### src/pcie_req_pkg.sv
`default_nettype none

package pcie_req_pkg;

    // Request address in dwords, byte address bits 31:2
    typedef logic [29:0] dw_addr_t;

    // Request length in dwords
    typedef logic [9:0] dw_len_t;

    typedef logic [3:0] token_t;

    typedef logic [1:0] resp_t;

    localparam resp_t RESP_OKAY   = 2'b00;
    localparam resp_t RESP_SLVERR = 2'b10;
    localparam resp_t RESP_DECERR = 2'b11;

    typedef struct packed {
        dw_addr_t addr;
        dw_len_t  len;
        logic     np;
        token_t   token;
    } req_hdr_t;

    typedef struct packed {
        logic [3:0]  strb;
        logic [31:0] data;
    } req_data_t;

endpackage

`default_nettype wire

### src/axi_wr_pkg.sv
`default_nettype none

package axi_wr_pkg;

    import pcie_req_pkg::*;

    // Data buffer holds 2**BUF_ADDR_BITS beats
    localparam int BUF_ADDR_BITS = 5;

    localparam int AXI_MAX_LEN = 16;

    // Half the buffer so a burst can fill while the previous one drains
    localparam int MAX_BURST_DW = (AXI_MAX_LEN < (2 ** BUF_ADDR_BITS) / 2) ?
                                  AXI_MAX_LEN : (2 ** BUF_ADDR_BITS) / 2;

    localparam int MOT_DEPTH_BITS = 4;

    typedef logic [4:0] burst_len_t;

    typedef struct packed {
        dw_addr_t   addr;
        burst_len_t len;
        logic       np;
        token_t     token;
        logic       last;
    } burst_cmd_t;

    typedef struct packed {
        logic [31:0] addr;
        logic [3:0]  len;
    } aw_beat_t;

    typedef struct packed {
        logic [31:0] data;
        logic [3:0]  strb;
        logic        last;
    } w_beat_t;

    // Pending response record, one per issued burst
    typedef struct packed {
        logic   np;
        token_t token;
        logic   last;
    } burst_rec_t;

endpackage

`default_nettype wire

### src/inbound_cmd_split.sv
`timescale 1ns/1ns
`default_nettype none

module inbound_cmd_split
    import pcie_req_pkg::*;
    import axi_wr_pkg::*;
(
    input  wire             clk,
    input  wire             rst,
    input  wire             req_h_valid,
    output logic            req_h_ready,
    input  wire req_hdr_t   req_h,
    output logic            cmd_valid,
    input  wire             cmd_ready,
    output burst_cmd_t      cmd
);

    typedef enum logic {
        S_IDLE,
        S_SPLIT
    } split_state_t;

    localparam logic [10:0] MAX_DW = 11'(MAX_BURST_DW);

    split_state_t state;

    dw_addr_t    cur_addr;
    dw_len_t     rem_len;
    logic        cur_np;
    token_t      cur_token;

    logic [10:0] dw_to_4k;
    logic [10:0] burst_dw;
    logic        last_burst;

    assign req_h_ready = (state == S_IDLE);
    assign cmd_valid   = (state == S_SPLIT);

    // Dwords left in the current 4 KB page
    assign dw_to_4k = 11'd1024 - {1'b0, cur_addr[9:0]};

    always_comb begin
        burst_dw = {1'b0, rem_len};
        if (burst_dw > MAX_DW) begin
            burst_dw = MAX_DW;
        end
        if (burst_dw > dw_to_4k) begin
            burst_dw = dw_to_4k;
        end
    end

    assign last_burst = (burst_dw == {1'b0, rem_len});

    assign cmd = '{
        addr:  cur_addr,
        len:   burst_len_t'(burst_dw),
        np:    cur_np,
        token: cur_token,
        last:  last_burst
    };

    always_ff @(posedge clk) begin
        if (rst) begin
            state <= S_IDLE;
        end else begin
            case (state)
                S_IDLE: begin
                    if (req_h_valid) begin
                        state <= S_SPLIT;
                    end
                end
                S_SPLIT: begin
                    if (cmd_ready && last_burst) begin
                        state <= S_IDLE;
                    end
                end
                default: state <= S_IDLE;
            endcase
        end
    end

    always_ff @(posedge clk) begin
        if (state == S_IDLE && req_h_valid) begin
            cur_addr  <= req_h.addr;
            rem_len   <= req_h.len;
            cur_np    <= req_h.np;
            cur_token <= req_h.token;
        end else if (state == S_SPLIT && cmd_ready) begin
            cur_addr <= cur_addr + dw_addr_t'(burst_dw);
            rem_len  <= rem_len - dw_len_t'(burst_dw);
        end
    end

endmodule

`default_nettype wire

### src/inbound_write.sv
`timescale 1ns/1ns
`default_nettype none

module inbound_write
    import pcie_req_pkg::*;
    import axi_wr_pkg::*;
(
    input  wire                      clk,
    input  wire                      rst,

    input  wire                      cmd_valid,
    output logic                     cmd_ready,
    input  wire burst_cmd_t          cmd,

    output logic                     w_pop,
    input  wire req_data_t           w_beat,
    input  wire  [BUF_ADDR_BITS:0]   w_count,
    input  wire                      w_empty,

    output logic                     axi_aw_valid,
    input  wire                      axi_aw_ready,
    output aw_beat_t                 axi_aw,

    output logic                     axi_w_valid,
    input  wire                      axi_w_ready,
    output w_beat_t                  axi_w,

    input  wire                      axi_b_valid,
    output logic                     axi_b_ready,
    input  wire resp_t               axi_b_resp,

    output logic                     cpl_h_valid,
    input  wire                      cpl_h_ready,
    output resp_t                    cpl_h_resp,

    output logic                     err_valid,
    input  wire                      err_ready,
    output logic                     err_unsupported,

    output token_t                   token_wr
);

    // Pending burst records

    burst_rec_t b_rec;
    logic       b_full;
    logic       b_empty;
    logic       b_pop;

    sync_fifo #(
        .WIDTH      ($bits(burst_rec_t)),
        .DEPTH_BITS (MOT_DEPTH_BITS)
    ) u_pending (
        .clk        (clk),
        .rst        (rst),
        .push       (cmd_ready),
        .push_data  (burst_rec_t'{np: cmd.np, token: cmd.token, last: cmd.last}),
        .full       (b_full),
        .pop        (b_pop),
        .pop_data   (b_rec),
        .empty      (b_empty),
        .count      ()
    );

    // Burst issue

    logic                   data_first;
    burst_len_t             data_cnt;
    logic                   data_last;
    logic [BUF_ADDR_BITS:0] need_cnt;
    logic                   cmd_okay;
    burst_len_t             len_m1;

    assign data_last = (cmd.len == data_cnt);
    assign need_cnt  = (BUF_ADDR_BITS + 1)'(cmd.len);
    assign len_m1    = cmd.len - 1'b1;

    // Whole burst must already sit in the buffer
    assign cmd_okay = cmd_valid && !b_full && !w_empty && (need_cnt <= w_count);

    assign w_pop = ((!axi_aw_valid && cmd_okay) || !data_first) &&
                   (!axi_w_valid || axi_w_ready);

    assign cmd_ready = w_pop && data_last;

    always_ff @(posedge clk) begin
        if (rst) begin
            data_first <= 1'b1;
            data_cnt   <= 5'd1;
        end else if (w_pop) begin
            data_first <= data_last;
            if (data_last) begin
                data_cnt <= 5'd1;
            end else begin
                data_cnt <= data_cnt + 1'b1;
            end
        end
    end

    always_ff @(posedge clk) begin
        if (rst) begin
            axi_aw_valid <= 1'b0;
            axi_w_valid  <= 1'b0;
        end else begin
            if (axi_aw_ready) begin
                axi_aw_valid <= 1'b0;
            end
            if (axi_w_ready) begin
                axi_w_valid <= 1'b0;
            end
            if (w_pop) begin
                axi_w_valid <= 1'b1;
                if (data_first) begin
                    axi_aw_valid <= 1'b1;
                end
            end
        end
    end

    always_ff @(posedge clk) begin
        if (w_pop && data_first) begin
            axi_aw.addr <= {cmd.addr, 2'b00};
            axi_aw.len  <= len_m1[3:0];
        end
        if (w_pop) begin
            axi_w.data <= w_beat.data;
            axi_w.strb <= w_beat.strb;
            axi_w.last <= data_last;
        end
    end

    // Response collection

    resp_t resp;
    resp_t resp_accum;

    // Hold B off until the previous completion or error is taken
    assign axi_b_ready = !b_empty && !cpl_h_valid && !err_valid;
    assign b_pop       = axi_b_valid && axi_b_ready;

    assign resp_accum = (axi_b_resp != RESP_OKAY) ? axi_b_resp : resp;

    always_ff @(posedge clk) begin
        if (rst) begin
            resp     <= RESP_OKAY;
            token_wr <= '0;
        end else if (b_pop) begin
            if (b_rec.last) begin
                resp     <= RESP_OKAY;
                token_wr <= b_rec.token;
            end else begin
                resp <= resp_accum;
            end
        end
    end

    always_ff @(posedge clk) begin
        if (rst) begin
            cpl_h_valid <= 1'b0;
            err_valid   <= 1'b0;
        end else begin
            if (cpl_h_ready) begin
                cpl_h_valid <= 1'b0;
            end
            if (err_ready) begin
                err_valid <= 1'b0;
            end
            if (b_pop && b_rec.last) begin
                cpl_h_valid <= b_rec.np;
                err_valid   <= !b_rec.np && (resp_accum != RESP_OKAY);
            end
        end
    end

    always_ff @(posedge clk) begin
        if (b_pop && b_rec.last) begin
            cpl_h_resp      <= resp_accum;
            err_unsupported <= (resp_accum != RESP_OKAY);
        end
    end

endmodule

`default_nettype wire

### src/pcie_inbound_write_top.sv
`timescale 1ns/1ns
`default_nettype none

module pcie_inbound_write_top
    import pcie_req_pkg::*;
    import axi_wr_pkg::*;
(
    input  wire             clk,
    input  wire             rst,

    input  wire             req_h_valid,
    output logic            req_h_ready,
    input  wire req_hdr_t   req_h,

    input  wire             req_d_valid,
    output logic            req_d_ready,
    input  wire req_data_t  req_d,

    output logic            axi_aw_valid,
    input  wire             axi_aw_ready,
    output aw_beat_t        axi_aw,

    output logic            axi_w_valid,
    input  wire             axi_w_ready,
    output w_beat_t         axi_w,

    input  wire             axi_b_valid,
    output logic            axi_b_ready,
    input  wire resp_t      axi_b,

    output logic            cpl_h_valid,
    input  wire             cpl_h_ready,
    output resp_t           cpl_h_resp,

    output logic            err_valid,
    input  wire             err_ready,
    output logic            err_unsupported,

    output token_t          token_wr
);

    burst_cmd_t             cmd;
    logic                   cmd_valid;
    logic                   cmd_ready;

    req_data_t              w_beat;
    logic                   w_pop;
    logic                   w_empty;
    logic                   w_full;
    logic [BUF_ADDR_BITS:0] w_count;

    assign req_d_ready = !w_full;

    inbound_cmd_split u_split (
        .clk         (clk),
        .rst         (rst),
        .req_h_valid (req_h_valid),
        .req_h_ready (req_h_ready),
        .req_h       (req_h),
        .cmd_valid   (cmd_valid),
        .cmd_ready   (cmd_ready),
        .cmd         (cmd)
    );

    sync_fifo #(
        .WIDTH      ($bits(req_data_t)),
        .DEPTH_BITS (BUF_ADDR_BITS)
    ) u_data_fifo (
        .clk        (clk),
        .rst        (rst),
        .push       (req_d_valid && req_d_ready),
        .push_data  (req_d),
        .full       (w_full),
        .pop        (w_pop),
        .pop_data   (w_beat),
        .empty      (w_empty),
        .count      (w_count)
    );

    inbound_write u_write (
        .clk             (clk),
        .rst             (rst),
        .cmd_valid       (cmd_valid),
        .cmd_ready       (cmd_ready),
        .cmd             (cmd),
        .w_pop           (w_pop),
        .w_beat          (w_beat),
        .w_count         (w_count),
        .w_empty         (w_empty),
        .axi_aw_valid    (axi_aw_valid),
        .axi_aw_ready    (axi_aw_ready),
        .axi_aw          (axi_aw),
        .axi_w_valid     (axi_w_valid),
        .axi_w_ready     (axi_w_ready),
        .axi_w           (axi_w),
        .axi_b_valid     (axi_b_valid),
        .axi_b_ready     (axi_b_ready),
        .axi_b_resp      (axi_b),
        .cpl_h_valid     (cpl_h_valid),
        .cpl_h_ready     (cpl_h_ready),
        .cpl_h_resp      (cpl_h_resp),
        .err_valid       (err_valid),
        .err_ready       (err_ready),
        .err_unsupported (err_unsupported),
        .token_wr        (token_wr)
    );

endmodule

`default_nettype wire

### src/sync_fifo.sv
`timescale 1ns/1ns
`default_nettype none

module sync_fifo #(
    parameter int WIDTH      = 36,
    parameter int DEPTH_BITS = 5
) (
    input  wire                  clk,
    input  wire                  rst,
    input  wire                  push,
    input  wire  [WIDTH-1:0]     push_data,
    output logic                 full,
    input  wire                  pop,
    output logic [WIDTH-1:0]     pop_data,
    output logic                 empty,
    output logic [DEPTH_BITS:0]  count
);

    localparam int DEPTH = 2 ** DEPTH_BITS;

    logic [WIDTH-1:0]      mem [DEPTH];
    logic [DEPTH_BITS-1:0] wr_ptr;
    logic [DEPTH_BITS-1:0] rd_ptr;
    logic                  do_push;
    logic                  do_pop;

    assign do_push = push && !full;
    assign do_pop  = pop && !empty;

    assign full  = count[DEPTH_BITS];
    assign empty = (count == '0);

    // First word falls through
    assign pop_data = mem[rd_ptr];

    always_ff @(posedge clk) begin
        if (do_push) begin
            mem[wr_ptr] <= push_data;
        end
    end

    always_ff @(posedge clk) begin
        if (rst) begin
            wr_ptr <= '0;
            rd_ptr <= '0;
            count  <= '0;
        end else begin
            if (do_push) begin
                wr_ptr <= wr_ptr + 1'b1;
            end
            if (do_pop) begin
                rd_ptr <= rd_ptr + 1'b1;
            end
            if (do_push && !do_pop) begin
                count <= count + 1'b1;
            end else if (do_pop && !do_push) begin
                count <= count - 1'b1;
            end
        end
    end

endmodule

`default_nettype wire

### config.mk
export PLATFORM = sky130hd
export DESIGN_NAME = pcie_inbound_write_top
export DESIGN_NICKNAME = d
export VERILOG_FILES = /design/src/pcie_req_pkg.sv /design/src/axi_wr_pkg.sv /design/src/inbound_cmd_split.sv /design/src/inbound_write.sv /design/src/pcie_inbound_write_top.sv /design/src/sync_fifo.sv
export SDC_FILE = /design/constraint.sdc
export NUM_CORES = 2
export LEC_CHECK = 0
export BUFFER_PORTS_ARGS = -buffer_cell sky130_fd_sc_hd__clkbuf_2
export CELL_PAD_IN_SITES_DETAIL_PLACEMENT = 0
export CELL_PAD_IN_SITES_GLOBAL_PLACEMENT = 2
export CORE_ASPECT_RATIO = 2
export CORE_MARGIN = 10
export CORE_UTILIZATION = 53
export DETAILED_ROUTE_END_ITERATION = 10
export GPL_TIMING_DRIVEN = 0
export HOLD_SLACK_MARGIN = 0.05
export PLACE_DENSITY = 0.94
export SLEW_MARGIN = 20
export SYNTH_ARGS = -nofsm -noshare
export SYNTH_HDL_FRONTEND = slang
export SYNTH_SLANG_ARGS = --single-unit
### constraint.sdc
create_clock -name clk -period 15.7 [get_ports clk]
set_clock_uncertainty 0.1 [all_clocks]
set_input_delay 1.57 -clock clk [delete_from_list [all_inputs] [get_ports clk]]
set_output_delay 1.57 -clock clk [all_outputs]
set_load 0.1 [all_outputs]
# After elaboration in Yosys (flattened, before gate mapping)
# Memories as Yosys holds them, arrays and structs flattened. A register that Yosys moved wholly into a read port is not among the register bits.
# Cells that the tools add are included.
# W data, S select, Z words.
[word_totals]
out_inout_bits = 87
inputBits = 92
reg_bits = 129
ram_bits = 1248
n_memories = 2
[classes]
add_sub_neg = 13
n_bitwise = 1
reduce_logical = 51
mux = 31
n_lt_le_gt_ge = 3
n_eq_ne = 2
[mem_list]
columns = ["name", "words", "word_bits", "rd", "rd_clocked_by_memory_dff", "wr", "line", "source"]
rows = [
  ["u_data_fifo.mem", 32, 36, 1, 1, 1, "sync_fifo.sv:21", "logic [WIDTH-1:0] mem [DEPTH];"],
  ["u_write.u_pending.mem", 16, 6, 1, 1, 1, "sync_fifo.sv:21", ""],
]
[op_table]
columns = ["operator", "n"]
rows = [
  ["$mux W30", 2],
  ["$add A30 B11 Y30", 1],
  ["$mux W10", 3],
  ["$logic_and A1 B1 Y1", 24],
  ["$add A5 B1 Y5 const B", 4],
  ["$reduce_bool A2 Y1", 8],
  ["$mux W1", 15],
  ["$mux W5", 3],
  ["$logic_not A1 Y1", 14],
  ["$mux W6", 2],
  ["$eq A11 B10 Y1", 1],
  ["$gt A11 B11 Y1", 1],
  ["$mux W11", 1],
  ["$sub A11 B10 Y11 const A", 1],
  ["$gt A10 B5 Y1 const B", 1],
  ["$sub A10 B10 Y10", 1],
  ["$add A4 B1 Y4 const B", 2],
  ["$mux W4", 2],
  ["$add A6 B1 Y6 const B", 1],
  ["$le A5 B6 Y1", 1],
  ["$logic_not A6 Y1", 1],
  ["$sub A6 B1 Y6 const B", 1],
  ["$eq A5 B5 Y1", 1],
  ["$logic_not A5 Y1", 1],
  ["other kinds (7)", 9],
]

# Logic depth before layout (Yosys ltp)
[logic_depth]
word_depth = 15
ltp_mapped = 32
mapped_depth_nobuf = 31

# By module
# Synthesis repeated with hierarchy kept, for this count alone.
[unflattened]
cells_unflattened = 3155
area_unflattened_um2 = 56854.5
[by_module_without_submodules]
columns = ["mod", "seq_area_each_um2", "cells_per_inst", "area_per_inst_um2", "instances"]
rows = [
  ["sync_fifo at u_data_fifo", 35013.6, 2274, 45178.3, 1],
  ["sync_fifo at u_write.u_pending", 3223.1, 260, 4596.9, 1],
  ["inbound_cmd_split", 1371.3, 420, 3797.4, 1],
  ["inbound_write", 2542.4, 199, 3271.9, 1],
  ["pcie_inbound_write_top", 0.0, 2, 10.0, 1],
]

# Worst setup path before layout
# Ideal clock, no wire load.
[synth_timing]
kind = "reg-to-reg"
startpoint = "register u_split.cur_addr[0]"
endpoint = "register u_data_fifo.count[5]"
period_less_slack_ns = 7.385
t_arrival_ns = 7.215
path_slack_ns = 8.315
stages_incl_launch_ff = 31
setup_time_ns = 0.070
path_cell_list = "edfxtp_1 inv_1 ha_1 or4b_4 nor4_1 xor2_1 ha_1 o21a_1 o21ai_0 a211o_2 or2_1 buf_6 buf_2 o21ai_0 ha_1 and3_1 a31oi_1 o211ai_1 nand2_1 clkinv_1 nand2_1 ha_1 inv_1 ha_1 a21o_1 a21oi_1 o21bai_1 a21oi_1 xnor2_1 or3_1 a21oi_1"
[synth_via]
elab_chain_cells = 12
[synth_rtl]
columns = ["element", "line", "source"]
rows = [
  ["start, declared", "inbound_cmd_split.sv:27", "dw_addr_t cur_addr;"],
  ["start signal, assigned", "inbound_cmd_split.sv:84", "cur_addr <= req_h.addr;"],
  ["start signal, assigned", "inbound_cmd_split.sv:89", "cur_addr <= cur_addr + dw_addr_t'(burst_dw);"],
  ["$sub A11 B10 Y11 (*)", "inbound_cmd_split.sv:40", "assign dw_to_4k = 11'd1024 - {1'b0, cur_addr[9:0]};"],
  ["$gt A11 B11 Y1", "inbound_cmd_split.sv:47", "if (burst_dw > dw_to_4k) begin"],
  ["$mux W11 (*)", "inbound_cmd_split.sv:47", ""],
  ["$le A5 B6 Y1 (*)", "inbound_write.sv:79", "assign cmd_okay = cmd_valid && !b_full && !w_empty && (need_cnt <= w_count);"],
  ["$logic_and A1 B1 Y1 (*)", "inbound_write.sv:79", ""],
  ["$logic_and A1 B1 Y1 (*)", "inbound_write.sv:81", "assign w_pop = ((!axi_aw_valid && cmd_okay) || !data_first) &&"],
  ["$logic_or A1 B1 Y1 (*)", "inbound_write.sv:81", ""],
  ["$logic_and A1 B1 Y1 (*)", "inbound_write.sv:81", ""],
  ["via u_data_fifo.pop", "sync_fifo.sv:13", "input wire pop,"],
  ["$logic_and A1 B1 Y1 (*)", "sync_fifo.sv:28", "assign do_pop = pop && !empty;"],
  ["$logic_not A1 Y1", "sync_fifo.sv:54", "if (do_push && !do_pop) begin"],
  ["$logic_and A1 B1 Y1", "sync_fifo.sv:54", ""],
  ["$mux W6 or $reduce_bool A2 Y1 (tied branches)", "--", ""],
  ["end signal, assigned", "sync_fifo.sv:55", "count <= count + 1'b1;"],
  ["end signal, assigned", "sync_fifo.sv:57", "count <= count - 1'b1;"],
  ["end, declared", "sync_fifo.sv:16", "output logic [DEPTH_BITS:0] count"],
]
# The timed path passes the listed nets; every way through them passes the cells marked *.
# A chain may end at the register's enable or synchronous reset.

# Worst setup path in the final report
# Same ends and word-level chain as after synthesis.

==> flow_metrics.tcl <==
set metrics [dict create \
    numPortBuffers 175 \
    rsz0062_at_grt "no" \
    crit_arrival_ns 8.49 \
    min_path_type "register to register" \
    vias 29000 \
    switching_share_pct 30.8 \
    fillCellCount 6899 \
    crit_required_ns 16.26 \
    grt_pass1_wl_um 215000 \
    clk_latency_ns 0.74 \
    area_growth_pct 15.2 \
    clockBufferDepth 3 \
    synthMuxAreaShare_pct 16.6 \
    synth_xor_area_share_pct 1.12 \
    cp_top_family "compound AO/OA/AOI/OAI gates" \
    die_w_um 250 \
    syn_inst 2626 \
    ys_types 64 \
    fp-row-count 168 \
    crit_top_cell "ha_1" \
    fin_nets 3145 \
    worstSetupEndpointType "register" \
    cts_tree "built" \
    critPathBufInv 5 \
    crit_path_max_fanout 21 \
    synth.avg_cell_area_um2 21.3 \
    p_int_uw 7020 \
    h-tree-depth 3 \
    p_clk_share_pct 30.6 \
    p_comb_share_pct 25.4 \
    ys_ff_latch 1417 \
    clk_pin_slew_ns 0.07 \
    wl_met3_um 11500 \
    drv_cap 0 \
    die_area_um2 120000 \
    worstMarginPinSlew_ns 1.16 \
    seq_power_share_pct 44.0 \
    final_hold_viol_count 0 \
    p_leak_uw 0.0203 \
    synth_area_leaders "edfxtp_1, mux4_2, dfxtp_1, ha_1, nor2_1" \
    ir_worst_vdd_mv 0.228 \
    routabilityCongestion 0.834 \
    die_y_um 479 \
    synthesis.area_um2 55900 \
    wl_met2_um 80900 \
    hpwl_um 96500 \
    max_slew_margin_pct 22.6 \
    drtPass1Iterations 5 \
    top_layer "met5" \
    synth_top_family_by_area "multiplexers" \
    max_freq_mhz 126 \
    outcome "complete, no violations" \
    synth_area_leader_cell "edfxtp_1" \
    viasPerCell 6.52 \
    finalPower_uw 10100 \
    drc 0 \
    grt_pass1_vias 30200 \
    grt-ovfl-total 0 \
    yosysWarnings 0 \
    setup_tns_ns 0 \
    drt_iter0_drc 3156 \
    cts_resized 0 \
    wire_per_inst_um 33.7 \
    synthArstFlopShare_pct 0 \
    wl_met1_um 49100 \
    switchingPower_uw 3130 \
    synth_fa_ha_area_share_pct 1.44 \
    hold_buffers 0 \
    postCtsSetupRepairBufs 0 \
    cts_root_buf "clkbuf_16" \
    min_period_ns 7.93 \
    start_util_pct 53.4 \
    finalSetupViolCount 0 \
    layout-drive-gt1-share_pct 30.8 \
    routed_wl_um 150000 \
    synth_simple_gate_area_share_pct 2.77 \
    worstSetupPathType "register to register" \
    grt.total_usage_pct 24.9 \
    min_period_over_period_pct 50.5 \
    crit_slowest_cell "o21ai_0" \
    numCtsBuffers 113 \
    num_io_pins 179 \
    synth_top_area_share_pct 73.4 \
    cts.sinks 1417 \
    core_area_um2 105000 \
    grt_start_max_net_pins 33 \
    synth_compound_area_share_pct 1.61 \
    cp-start-kind "register" \
    antenna_found_initial 2 \
    slew_violations 0 \
    drtAntennaViolNets 0 \
    powerDensity_nw_per_um2 158 \
    synth_edf_count 1367 \
    synth_ff_type "edfxtp_1" \
    ys_seq_area_share_pct 75.2 \
    slowest_delay_ns 0.74 \
]
kinds of logic after synthesis:
group | Yosys count
XOR/XNOR | 70
AO/OA/AOI/OAI | 147
flip-flops | 1417
AND/OR/NAND/NOR | 321
multiplexers | 434
adder cells (fa/ha/maj) | 62
buffers and inverters | 174
other | 1
per-layer routing:
metal  up-vias  track usage (%)
li1      11600                -
met1     15100             27.6
met2      1877             44.5
met3       455             4.58
met4         2             14.0
met5         -                0
cell usage in the layout, fill, tap and decap left out, types with 41 or more instances in the layout:
cell type  synthesis  routed
nand2_1           74      73
clkbuf_16          0     115
edfxtp_1        1367    1367
o21ai_0           41      41
mux4_2           390     390
clkbuf_2           0     190
nor2_1           121      89
a21oi_1           56      56
xor2_1            49      49
ha_1              58      58
inv_1             52      52
dfxtp_1           50      50
clkbuf_1          83      86
layout make-up:
type                    count  area (um^2)  area share [%]
flip-flops and latches   1417        42100            65.3
multi-input cells        1042        13400            20.9
clock buffers             127         2930            4.55
repair buffers            243         2470            3.83
well taps                1360         1700            2.64
clock inverters            85         1100            1.70
plain buffers             121          518           0.804
inverters                  53          200           0.311
diodes                      1         2.50         0.00389
path summary, 6_finish.rpt:
path,startpoint,slack [ns],depth (start not counted),endpoint
max reg2reg,u_split.cur_addr[0]$_DFFE_PP_,7.77,30,u_data_fifo.count[5]$_SDFFE_PP0P_
min reg2reg,u_write.resp[1]$_SDFFE_PP0P_,0.36,2,u_write.resp[1]$_SDFFE_PP0P_
min,u_write.resp[1]$_SDFFE_PP0P_,0.36,2,u_write.resp[1]$_SDFFE_PP0P_
max,u_split.cur_addr[0]$_DFFE_PP_,7.77,30,u_data_fifo.count[5]$_SDFFE_PP0P_
through the flow:
step	util (%)	cell area [um^2]	setup slack [ns]	cells	hold WS, ns
after floorplan	-	55900	8.31	2633	0.326
final	61.5	64400	7.77	4449	0.360
after global routing	61.5	64400	7.26	4449	0.388
after detailed placement	57.6	60300	7.88	4235	0.351
after CTS	61.5	64400	7.85	4447	0.364
after global placement	55.9	58500	6.56	4168	0.344
power by group through the flow:
| stage | Clock [uW] | Combinational [uW] | Sequential, uW |
|---|---|---|---|
| 6_report | 3100 | 2580 | 4470 |
| 5_1_grt | 3260 | 2730 | 4480 |
| 4_1_cts | 3140 | 2590 | 4470 |
| 3_5_place_dp | 0 | 2560 | 4540 |
| 3_3_place_gp | 0 | 2450 | 4550 |
| 2_1_floorplan | 0 | 1390 | 5010 |
Yosys cell counts (6+ instances only):
master	instances
buf_1	20
nor2b_1	10
dfxtp_1	50
nor3_1	10
mux2_2	36
xnor2_1	20
mux4_2	390
ha_1	58
buf_2	14
nand3_1	18
nor2_1	121
and3_1	14
xor2_1	49
nand4_1	16
mux2i_1	8
a21oi_1	56
nor4_1	7
and2_1	12
inv_1	52
o21ai_0	41
or3_1	11
edfxtp_1	1367
clkbuf_1	83
a21o_1	11
nand2_1	74
o211ai_1	6
worst register-to-register path, delay by kind of cell, from the launching register on:
| family | cells | cell delay (ns) |
|---|---|---|
| AOI/OAI and AO/OA | 11 | 2.59 |
| xor gates and xnor gates | 2 | 0.32 |
| adders and majority gates | 5 | 1.32 |
| buffers and inverters | 5 | 0.96 |
| DFF | 1 | 0.54 |
| and+or+nand+nor | 7 | 2.01 |
registers in the layout, indices dropped and copies added (netlist names), 2 cells and up, named ones only:
| name | cells |
|---|---|
| u_write.u_pending.wr_ptr | 4 |
| u_write.axi_aw | 34 |
| u_write.resp | 2 |
| u_write.data_cnt | 5 |
| u_write.axi_w | 37 |
| u_write.u_pending.rd_ptr | 4 |
| u_split.rem_len | 10 |
| u_split.cur_addr | 30 |
| u_data_fifo.count | 6 |
| u_write.u_pending.count | 5 |
| u_write.u_pending.mem | 96 |
| u_data_fifo.rd_ptr | 5 |
| u_data_fifo.wr_ptr | 5 |
| u_split.cur_token | 4 |
| u_write.token_wr | 4 |
| u_data_fifo.mem | 1152 |
| u_write.cpl_h_resp | 2 |
No activity file was read; power rests on OpenSTA's default activity.
